### src/source/regex_pkg.sv
package regex_pkg;

    // character and memory geometry
    localparam int CHAR_WIDTH = 8;
    localparam int MEM_WIDTH  = 16;

    // the instruction operand carries a whole program counter
    localparam int PC_WIDTH = 8;

    typedef logic [CHAR_WIDTH-1:0] char_t;

    // strings end with an all-zero character
    localparam char_t CHAR_TERMINATOR = '0;

    typedef enum logic [2:0] {
        CHAR,
        ANY,
        SPLIT,
        JMP,
        ACCEPT
    } opcode_t;

    // one instruction fills exactly one memory word
    typedef struct packed {
        opcode_t                          opcode;
        logic [MEM_WIDTH-3-PC_WIDTH-1:0]  spare;
        logic [PC_WIDTH-1:0]              operand;
    } instr_t;

    // parity tells which character the program counter belongs to
    typedef struct packed {
        logic [PC_WIDTH-1:0] pc;
        logic                parity;
    } pc_entry_t;

    typedef enum logic [2:0] {
        IDLE,
        FETCH_FIRST,
        FETCH_NEXT,
        EXEC,
        DONE_ACCEPT,
        DONE_REJECT
    } ctrl_state_t;

endpackage

### src/source/arbiter_fixed.sv
module arbiter_fixed #(
    parameter type payload_t = logic
) (
    input  logic     in_0_valid,
    input  payload_t in_0_data,
    output logic     in_0_ready,
    input  logic     in_1_valid,
    input  payload_t in_1_data,
    output logic     in_1_ready,
    output logic     out_valid,
    output payload_t out_data,
    input  logic     out_ready
);

    // input 0 always wins when it asks
    assign out_valid = in_0_valid || in_1_valid;
    assign out_data  = in_0_valid ? in_0_data : in_1_data;

    // only the winner sees the downstream ready
    assign in_0_ready = out_ready && in_0_valid;
    assign in_1_ready = out_ready && !in_0_valid;

endmodule

### src/source/basic_block.sv
module basic_block #(
    parameter int MEM_ADDR_WIDTH = 11
) (
    input  logic                           clk,
    input  logic                           reset,
    input  logic                           flush,
    input  logic                           go,
    input  regex_pkg::char_t               cur_char,
    input  logic                           cur_parity,
    output logic                           running,
    output logic                           accepts,
    output logic                           overflow,
    input  logic                           queue_valid,
    input  regex_pkg::pc_entry_t           queue_entry,
    output logic                           queue_ready,
    output logic                           out_valid,
    output regex_pkg::pc_entry_t           out_entry,
    input  logic                           out_ready,
    output logic                           mem_valid,
    output logic [MEM_ADDR_WIDTH-1:0]      mem_addr,
    input  logic                           mem_ready,
    input  logic [regex_pkg::MEM_WIDTH-1:0] mem_data,
    input  logic                           has_current
);

    typedef enum logic [1:0] {
        BB_IDLE,
        BB_WAIT,
        BB_DATA,
        BB_EMIT
    } bb_state_t;

    bb_state_t state;
    bb_state_t state_next;

    // entry being executed and the entries it produces
    regex_pkg::pc_entry_t cur_entry;
    regex_pkg::pc_entry_t emit_first;
    regex_pkg::pc_entry_t emit_second;
    logic                 split_pending;

    regex_pkg::instr_t           instr;
    logic [regex_pkg::PC_WIDTH-1:0] pc_inc;
    logic                        pop;
    logic                        head_is_current;

    assign instr           = regex_pkg::instr_t'(mem_data);
    assign pc_inc          = cur_entry.pc + 1'b1;
    assign head_is_current = (queue_entry.parity == cur_parity);
    assign pop             = (state == BB_IDLE) && go && has_current && queue_valid;

    assign queue_ready = pop;
    assign out_valid   = (state == BB_EMIT);
    assign out_entry   = emit_first;
    assign running     = has_current || (state != BB_IDLE);
    // an entry is waiting but the queue has no room
    assign overflow    = out_valid && !out_ready;

    // a popped current entry is requested in the same cycle
    always_comb
    begin
        mem_valid  = 1'b0;
        mem_addr   = MEM_ADDR_WIDTH'(cur_entry.pc);
        state_next = state;
        case (state)
            BB_IDLE:
            begin
                if (pop && head_is_current)
                begin
                    mem_valid  = 1'b1;
                    mem_addr   = MEM_ADDR_WIDTH'(queue_entry.pc);
                    state_next = mem_ready ? BB_DATA : BB_WAIT;
                end
                else if (pop)
                begin
                    // entry of the next character goes back to the tail
                    state_next = BB_EMIT;
                end
            end
            BB_WAIT:
            begin
                mem_valid = 1'b1;
                if (mem_ready)
                begin
                    state_next = BB_DATA;
                end
            end
            BB_DATA:
            begin
                case (instr.opcode)
                    regex_pkg::CHAR:
                        state_next = (instr.operand == cur_char) ? BB_EMIT : BB_IDLE;
                    regex_pkg::ANY,
                    regex_pkg::JMP,
                    regex_pkg::SPLIT:
                        state_next = BB_EMIT;
                    default:
                        state_next = BB_IDLE;
                endcase
            end
            BB_EMIT:
            begin
                if (out_ready && !split_pending)
                begin
                    state_next = BB_IDLE;
                end
            end
            default:
                state_next = BB_IDLE;
        endcase
    end

    always_ff @(posedge clk)
    begin
        if (pop)
        begin
            cur_entry  <= queue_entry;
            emit_first <= queue_entry;
        end
        else if (state == BB_DATA)
        begin
            // character consumers move on to the other parity
            if (instr.opcode == regex_pkg::CHAR || instr.opcode == regex_pkg::ANY)
            begin
                emit_first <= '{pc: pc_inc, parity: !cur_entry.parity};
            end
            else
            begin
                emit_first <= '{pc: instr.operand, parity: cur_entry.parity};
            end
            emit_second <= '{pc: pc_inc, parity: cur_entry.parity};
        end
        else if (state == BB_EMIT && out_ready && split_pending)
        begin
            emit_first <= emit_second;
        end
    end

    always_ff @(posedge clk)
    begin
        if (reset || flush)
        begin
            state         <= BB_IDLE;
            split_pending <= 1'b0;
            accepts       <= 1'b0;
        end
        else
        begin
            state <= state_next;
            if (state == BB_DATA)
            begin
                split_pending <= (instr.opcode == regex_pkg::SPLIT);
                if (instr.opcode == regex_pkg::ACCEPT)
                begin
                    accepts <= 1'b1;
                end
            end
            else if (state == BB_EMIT && out_ready)
            begin
                split_pending <= 1'b0;
            end
        end
    end

endmodule

### src/source/pc_queue.sv
module pc_queue #(
    parameter int QUEUE_DEPTH_LOG2 = 4
) (
    input  logic                 clk,
    input  logic                 reset,
    input  logic                 flush,
    input  logic                 in_valid,
    input  regex_pkg::pc_entry_t in_entry,
    output logic                 in_ready,
    output logic                 out_valid,
    output regex_pkg::pc_entry_t out_entry,
    input  logic                 out_ready,
    input  logic                 cur_parity,
    output logic                 has_current
);

    localparam int DEPTH = 1 << QUEUE_DEPTH_LOG2;

    regex_pkg::pc_entry_t storage [DEPTH];

    logic [QUEUE_DEPTH_LOG2-1:0] wr_ptr;
    logic [QUEUE_DEPTH_LOG2-1:0] rd_ptr;

    // stored entries, one counter per parity tag
    logic [QUEUE_DEPTH_LOG2:0] count [2];
    logic [QUEUE_DEPTH_LOG2:0] total;

    logic push;
    logic pop;

    assign total       = count[0] + count[1];
    assign in_ready    = (total != (QUEUE_DEPTH_LOG2+1)'(DEPTH));
    assign out_valid   = (total != '0);
    assign out_entry   = storage[rd_ptr];
    assign has_current = (count[cur_parity] != '0);

    assign push = in_valid && in_ready;
    assign pop  = out_valid && out_ready;

    // head is read straight from the array, so a push shows up a cycle later
    always_ff @(posedge clk)
    begin
        if (push)
        begin
            storage[wr_ptr] <= in_entry;
        end
    end

    always_ff @(posedge clk)
    begin
        if (reset || flush)
        begin
            wr_ptr   <= '0;
            rd_ptr   <= '0;
            count[0] <= '0;
            count[1] <= '0;
        end
        else
        begin
            if (push)
            begin
                wr_ptr <= wr_ptr + 1'b1;
            end
            if (pop)
            begin
                rd_ptr <= rd_ptr + 1'b1;
            end
            // a push and a pop of the same tag cancel out
            for (int p = 0; p < 2; p++)
            begin
                count[p] <= count[p]
                    + (QUEUE_DEPTH_LOG2+1)'(push && (in_entry.parity == 1'(p)))
                    - (QUEUE_DEPTH_LOG2+1)'(pop && (out_entry.parity == 1'(p)));
            end
        end
    end

endmodule

### src/source/regex_controller.sv
module regex_controller #(
    parameter int MEM_ADDR_WIDTH = 11
) (
    input  logic                            clk,
    input  logic                            reset,
    input  logic                            start,
    input  logic [MEM_ADDR_WIDTH-1:0]       start_addr,
    output logic                            start_ack,
    output logic                            finish,
    output logic                            accept,
    output logic                            mem_valid,
    output logic [MEM_ADDR_WIDTH-1:0]       mem_addr,
    input  logic                            mem_ready,
    input  logic [regex_pkg::MEM_WIDTH-1:0] mem_data,
    output logic                            inject_valid,
    output regex_pkg::pc_entry_t            inject_entry,
    input  logic                            inject_ready,
    output logic                            go,
    output logic                            flush,
    output regex_pkg::char_t                cur_char,
    output logic                            cur_parity,
    input  logic                            running,
    input  logic                            accepts,
    input  logic                            overflow
);

    regex_pkg::ctrl_state_t state;
    regex_pkg::ctrl_state_t state_next;

    // byte pointer, the low bit picks the half of the word
    logic [MEM_ADDR_WIDTH:0] char_ptr;
    logic [MEM_ADDR_WIDTH:0] ptr_next;
    logic [MEM_ADDR_WIDTH:0] ptr_inc;
    regex_pkg::char_t        char_next;
    regex_pkg::char_t        sel_char;
    logic                    parity_next;

    assign ptr_inc  = char_ptr + 1'b1;
    assign sel_char = char_ptr[0]
        ? mem_data[regex_pkg::MEM_WIDTH-1 -: regex_pkg::CHAR_WIDTH]
        : mem_data[regex_pkg::CHAR_WIDTH-1:0];

    // every run starts at program counter 0
    assign inject_entry = '{pc: '0, parity: cur_parity};

    always_comb
    begin
        state_next   = state;
        ptr_next     = char_ptr;
        char_next    = cur_char;
        parity_next  = cur_parity;
        start_ack    = 1'b0;
        finish       = 1'b0;
        accept       = 1'b0;
        flush        = 1'b0;
        go           = 1'b0;
        inject_valid = 1'b0;
        mem_valid    = 1'b0;
        mem_addr     = start_addr;
        case (state)
            regex_pkg::IDLE:
            begin
                mem_valid = start;
                if (start && mem_ready)
                begin
                    start_ack  = 1'b1;
                    ptr_next   = {start_addr, 1'b0};
                    state_next = regex_pkg::FETCH_FIRST;
                end
            end
            regex_pkg::FETCH_FIRST:
            begin
                char_next    = sel_char;
                inject_valid = 1'b1;
                if (inject_ready)
                begin
                    state_next = regex_pkg::EXEC;
                end
            end
            regex_pkg::EXEC:
            begin
                go = 1'b1;
                if (accepts)
                begin
                    state_next = regex_pkg::DONE_ACCEPT;
                end
                else if (overflow)
                begin
                    state_next = regex_pkg::DONE_REJECT;
                end
                else if (!running)
                begin
                    if (cur_char == regex_pkg::CHAR_TERMINATOR)
                    begin
                        state_next = regex_pkg::DONE_REJECT;
                    end
                    else
                    begin
                        // next character, word address drops the byte bit
                        mem_valid = 1'b1;
                        mem_addr  = ptr_inc[MEM_ADDR_WIDTH:1];
                        if (mem_ready)
                        begin
                            ptr_next    = ptr_inc;
                            parity_next = !cur_parity;
                            state_next  = regex_pkg::FETCH_NEXT;
                        end
                    end
                end
            end
            regex_pkg::FETCH_NEXT:
            begin
                char_next = sel_char;
                // nothing carried over means the string cannot match
                state_next = running ? regex_pkg::EXEC : regex_pkg::DONE_REJECT;
            end
            regex_pkg::DONE_ACCEPT:
            begin
                finish     = 1'b1;
                accept     = 1'b1;
                flush      = 1'b1;
                state_next = regex_pkg::IDLE;
            end
            regex_pkg::DONE_REJECT:
            begin
                finish     = 1'b1;
                flush      = 1'b1;
                state_next = regex_pkg::IDLE;
            end
            default:
                state_next = regex_pkg::IDLE;
        endcase
    end

    always_ff @(posedge clk)
    begin
        if (reset)
        begin
            state      <= regex_pkg::IDLE;
            char_ptr   <= '0;
            cur_char   <= '0;
            cur_parity <= 1'b0;
        end
        else
        begin
            state      <= state_next;
            char_ptr   <= ptr_next;
            cur_char   <= char_next;
            cur_parity <= parity_next;
        end
    end

endmodule

### src/source/regex_coprocessor.sv
module regex_coprocessor #(
    parameter int MEM_ADDR_WIDTH   = 11,
    parameter int QUEUE_DEPTH_LOG2 = 4
) (
    input  logic                            clk,
    input  logic                            reset,
    output logic                            memory_valid,
    output logic [MEM_ADDR_WIDTH-1:0]       memory_addr,
    input  logic                            memory_ready,
    input  logic [regex_pkg::MEM_WIDTH-1:0] memory_data,
    input  logic                            start,
    input  logic [MEM_ADDR_WIDTH-1:0]       start_addr,
    output logic                            start_ack,
    output logic                            finish,
    output logic                            accept
);

    // memory requests from controller and basic block
    logic                      ctrl_mem_valid;
    logic [MEM_ADDR_WIDTH-1:0] ctrl_mem_addr;
    logic                      ctrl_mem_ready;
    logic                      bb_mem_valid;
    logic [MEM_ADDR_WIDTH-1:0] bb_mem_addr;
    logic                      bb_mem_ready;

    // program counter traffic into and out of the queue
    logic                 inject_valid;
    regex_pkg::pc_entry_t inject_entry;
    logic                 inject_ready;
    logic                 bb_out_valid;
    regex_pkg::pc_entry_t bb_out_entry;
    logic                 bb_out_ready;
    logic                 q_in_valid;
    regex_pkg::pc_entry_t q_in_entry;
    logic                 q_in_ready;
    logic                 q_out_valid;
    regex_pkg::pc_entry_t q_out_entry;
    logic                 q_out_ready;

    // controller to basic block
    logic             go;
    logic             flush;
    regex_pkg::char_t cur_char;
    logic             cur_parity;
    logic             running;
    logic             accepts;
    logic             overflow;
    logic             has_current;

    regex_controller #(
        .MEM_ADDR_WIDTH (MEM_ADDR_WIDTH)
    ) u_regex_controller (
        .clk          (clk),
        .reset        (reset),
        .start        (start),
        .start_addr   (start_addr),
        .start_ack    (start_ack),
        .finish       (finish),
        .accept       (accept),
        .mem_valid    (ctrl_mem_valid),
        .mem_addr     (ctrl_mem_addr),
        .mem_ready    (ctrl_mem_ready),
        .mem_data     (memory_data),
        .inject_valid (inject_valid),
        .inject_entry (inject_entry),
        .inject_ready (inject_ready),
        .go           (go),
        .flush        (flush),
        .cur_char     (cur_char),
        .cur_parity   (cur_parity),
        .running      (running),
        .accepts      (accepts),
        .overflow     (overflow)
    );

    basic_block #(
        .MEM_ADDR_WIDTH (MEM_ADDR_WIDTH)
    ) u_basic_block (
        .clk         (clk),
        .reset       (reset),
        .flush       (flush),
        .go          (go),
        .cur_char    (cur_char),
        .cur_parity  (cur_parity),
        .running     (running),
        .accepts     (accepts),
        .overflow    (overflow),
        .queue_valid (q_out_valid),
        .queue_entry (q_out_entry),
        .queue_ready (q_out_ready),
        .out_valid   (bb_out_valid),
        .out_entry   (bb_out_entry),
        .out_ready   (bb_out_ready),
        .mem_valid   (bb_mem_valid),
        .mem_addr    (bb_mem_addr),
        .mem_ready   (bb_mem_ready),
        .mem_data    (memory_data),
        .has_current (has_current)
    );

    pc_queue #(
        .QUEUE_DEPTH_LOG2 (QUEUE_DEPTH_LOG2)
    ) u_pc_queue (
        .clk         (clk),
        .reset       (reset),
        .flush       (flush),
        .in_valid    (q_in_valid),
        .in_entry    (q_in_entry),
        .in_ready    (q_in_ready),
        .out_valid   (q_out_valid),
        .out_entry   (q_out_entry),
        .out_ready   (q_out_ready),
        .cur_parity  (cur_parity),
        .has_current (has_current)
    );

    // controller first, its character fetch must not wait on the block
    arbiter_fixed #(
        .payload_t (logic [MEM_ADDR_WIDTH-1:0])
    ) u_mem_arbiter (
        .in_0_valid (ctrl_mem_valid),
        .in_0_data  (ctrl_mem_addr),
        .in_0_ready (ctrl_mem_ready),
        .in_1_valid (bb_mem_valid),
        .in_1_data  (bb_mem_addr),
        .in_1_ready (bb_mem_ready),
        .out_valid  (memory_valid),
        .out_data   (memory_addr),
        .out_ready  (memory_ready)
    );

    // start entry or basic block output into the queue
    arbiter_fixed #(
        .payload_t (regex_pkg::pc_entry_t)
    ) u_inject_arbiter (
        .in_0_valid (inject_valid),
        .in_0_data  (inject_entry),
        .in_0_ready (inject_ready),
        .in_1_valid (bb_out_valid),
        .in_1_data  (bb_out_entry),
        .in_1_ready (bb_out_ready),
        .out_valid  (q_in_valid),
        .out_data   (q_in_entry),
        .out_ready  (q_in_ready)
    );

endmodule

### config.mk
export PLATFORM = sky130hd
export DESIGN_NAME = regex_coprocessor
export DESIGN_NICKNAME = d
export VERILOG_FILES = /design/src/source/regex_pkg.sv /design/src/source/arbiter_fixed.sv /design/src/source/basic_block.sv /design/src/source/pc_queue.sv /design/src/source/regex_controller.sv /design/src/source/regex_coprocessor.sv
export SDC_FILE = /design/constraint.sdc
export NUM_CORES = 1
export LEC_CHECK = 0
export BUFFER_PORTS_ARGS = -buffer_cell sky130_fd_sc_hd__buf_2
export CORE_MARGIN = 1.5
export CORE_UTILIZATION = 30
export CTS_CLUSTER_DIAMETER = 120
export CTS_CLUSTER_SIZE = 14
export DETAILED_ROUTE_END_ITERATION = 8
export GPL_TIMING_DRIVEN = 0
export HOLD_SLACK_MARGIN = 0.02
export REMOVE_ABC_BUFFERS = 1
export SKIP_CTS_REPAIR_TIMING = 1
export SYNTH_ARGS = -nofsm -noshare
export SYNTH_HDL_FRONTEND = slang
export SYNTH_SLANG_ARGS = --single-unit
### constraint.sdc
create_clock -name clk -period 9 [get_ports clk]
set_input_delay 1.35 -clock clk [delete_from_list [all_inputs] [get_ports clk]]
set_output_delay 1.35 -clock clk [all_outputs]
set_load 0.01 [all_outputs]
==> metrics.txt <==
final hold slack=0.479 ns; Seq/Total Area, Yosys=0.605; Slew Limit Fails=0; Worst Setup End Kind=primary output; Die Wd=around 190 µm; setup TNS=0 ns; fraction of registers with async set or reset after synthesis=0; Antenna Nets Post-Route=0; most common cell after layout, fill and taps aside=edfxtp_1; GR Overflow Total=0; Synth Instances=772; TritonRoute pass-1 iters=5; Max clock buf depth=3; largest net degree at the start of global routing=37; RSZ-0062 raised after global routing=no; number of instances in the placed design=between 1,000 and 1,500; WL final=about 22,000 µm; Nets=858; CP max FO=23; Worst EP required=7.65 ns; die height=between 150 and 200 µm; DR vias/cell=just under 5; skew final=approximately 0.018 ns; initial antenna violation count=0; Layout fillers=roughly 3,200; Hold WC Path Type=register to register; gpl congestion=around 0.8; Leak Pwr=roughly 3.9 nW; syn_area_per_cell=around 13 µm²; Clock power frac=0.352; arrival time at the worst endpoint=3.67 ns; Vias=roughly 6,300; first-pass GRT wire length=between 30,000 and 40,000 µm; Rel. slew slack=0.233; Seq pwr share=0.535; vias in the first global route=between 6,000 and 7,000; critical path type=register to primary output; largest cells by area after synthesis=edfxtp_1, dfxtp_1, mux4_2; status=finished, final reports clean; Seq cells post-synth=around 220; Tot GR Track Use=0.127; DR WL/cell=17.4 µm; Detailed Route Iter0 Violations=roughly 450; layout cells sized above 1=0.147; Internal=between 1.5 and 2 mW; Sw Pwr=~0.53 mW; Synth cell types=a little under 60; crit path launch type=register; Max IR drop VDD=between 0.1 and 0.15 mV; Post-synth EDFFs=roughly 170; detailed placer's ending HPWL=15,000 µm; Main synth FF type=edfxtp_1; Layout Cell Area excl Fill=between 10,000 and 15,000 µm²; Final Non-Filler Cells=1,264; Final Hold Fails=0; DP Area=roughly 11,000 µm²; Worst-Skew Late Latency=~0.50 ns; site row count=67; final cycle utilization of the critical path=0.558; area leader, netlist=edfxtp_1; final setup fails=0; CTS tree=yes; Pwr Density=approximately 190 nW/µm²; # diodes=0; initial core utilization=0.304; share of the synthesized area in the top cell type=0.505; switching share of total power=0.245; Area Overhead vs Synth=12.2%; Comb power frac=0.113; CTS sink count=around 220; I/O Buffers=45; total of max-cap violations=0; Yosys warning count=0; DIE AREA=35,000 µm²; io pins=46; crit path time final=5.02 ns; achievable frequency=roughly 0.2 GHz; clk slew on worst S/H paths=0.07 ns; Core Box Area=about 33,000 µm²; # H-tree levels=1; Netlist Area Pre-Place=~10,000 µm²; number of CTS-inserted buffers=19; # DRC=0; Worst Max-Slew Pin Slew=roughly 1.1 ns; root buffer cell=clkbuf_16; most frequent cells in the layout=edfxtp_1, nor2_1, nand2_1, dfxtp_1, buf_2
[final cells by class]
| cell class | instances | area, µm² | area share |
|---|---|---|---|
| Clock buffer | 33 | 538 | 0.0471 |
| Clock inverter | 1 | 8.76 | 0.000767 |
| Inverter | 23 | 86.3 | 0.00756 |
| Multi-Input combinational cell | 488 | 3780 | 0.331 |
| Sequential cell | 222 | 6160 | 0.539 |
| Tap cell | 448 | 561 | 0.0491 |
| Timing Repair Buffer | 49 | 288 | 0.0252 |
[Yosys cell counts, types with 3 or more instances]
library cell    n
a211o_1         3
a211oi_1       10
a21o_1          5
a21oi_1        30
a221o_1         7
a22o_1          3
a22oi_1        26
a31oi_1         3
and2_1         16
and3_1         19
buf_1           4
buf_2           3
clkbuf_1       30
dfxtp_1        51
edfxtp_1      171
fa_1            3
ha_1           21
inv_1          19
inv_2           4
mux2i_1        17
mux4_2         37
nand2_1        56
nand2b_1        6
nand3_1        15
nor2_1         69
nor2b_1        11
nor3_1          8
nor4_1          6
o211ai_1        5
o21a_1          3
o21ai_0         7
o21ai_1        20
o31ai_1         5
or2_1           3
or3_1           5
xnor2_1        27
xor2_1         15
[sequential cells by signal (all words and copies together) (netlist names), 8 cells and up, named ones only]
| signal | count |
|---|---|
| u_basic_block.out_entry | 9 |
| u_regex_controller.char_ptr | 12 |
| u_regex_controller.cur_char | 8 |
| u_basic_block.cur_entry | 9 |
| u_pc_queue.count | 10 |
| u_basic_block.emit_second | 9 |
| u_pc_queue.storage | 144 |
[through the flow]
stage / power [mW] / util / setup slack [ns]
2_1_floorplan: 1.35 / - / 4.57
3_3_place_gp: 1.42 / 0.323 / 3.19
3_5_place_dp: 1.43 / 0.325 / 3.87
4_1_cts: 2.18 / 0.341 / 3.32
5_1_grt: 2.25 / 0.341 / 3.71
6_report: 2.17 / 0.341 / 3.98
[power by group through the flow]
| stage | logic [mW] | clock network, mW | registers [mW] |
|---|---|---|---|
| after global routing | 0.277 | 0.807 | 1.16 |
| after CTS | 0.248 | 0.777 | 1.16 |
| final | 0.245 | 0.762 | 1.16 |
| after floorplan | 0.172 | 0 | 1.17 |
| after detailed placement | 0.246 | 0 | 1.18 |
| after global placement | 0.241 | 0 | 1.18 |
[logic make-up after synthesis]
logic type               count (synthesis)  synth area share
AO/OA/AOI/OAI                          139            0.0929
XOR/XNOR                                43            0.0378
adder cells (fa/ha/maj)                 24            0.0317
buffers and inverters                   62            0.0247
flip-flops                             222             0.605
multiplexers                            54            0.0986
AND/OR/NAND/NOR                        228             0.109
[metal layers]
metal	track usage	vias to the layer above	part of all wire
li1	-	2985	-
met1	0.180	3144	0.47
met2	0.206	106	0.48
met3	0.0148	27	0.031
met4	0.0313	0	0.019
met5	0	-	0
[worst max-delay path, cell delays in order, from the launching register on]
cell and delay (ns):
dfxtp_1 0.34, ha_1 0.25, fa_1 0.49, or3_1 0.36, a2111o_1 0.39, a211oi_2 0.45, or2_2 0.26, inv_2 0.20
nand2_1 0.15, o211ai_1 0.13, buf_2 0.17
[path summary, 6_finish.rpt]
kind                                      to                             from  cells past startpoint  slack [ns]
min reg2reg  u_regex_controller.char_ptr[11]  u_regex_controller.char_ptr[11]                      2        0.48
min          u_regex_controller.char_ptr[11]  u_regex_controller.char_ptr[11]                      2        0.48
max                           memory_addr[1]           u_pc_queue.count[1][0]                     10        3.98
max reg2reg           u_pc_queue.count[1][4]           u_pc_queue.count[1][0]                     18        4.40
No activity file was read; power rests on OpenSTA's default activity.
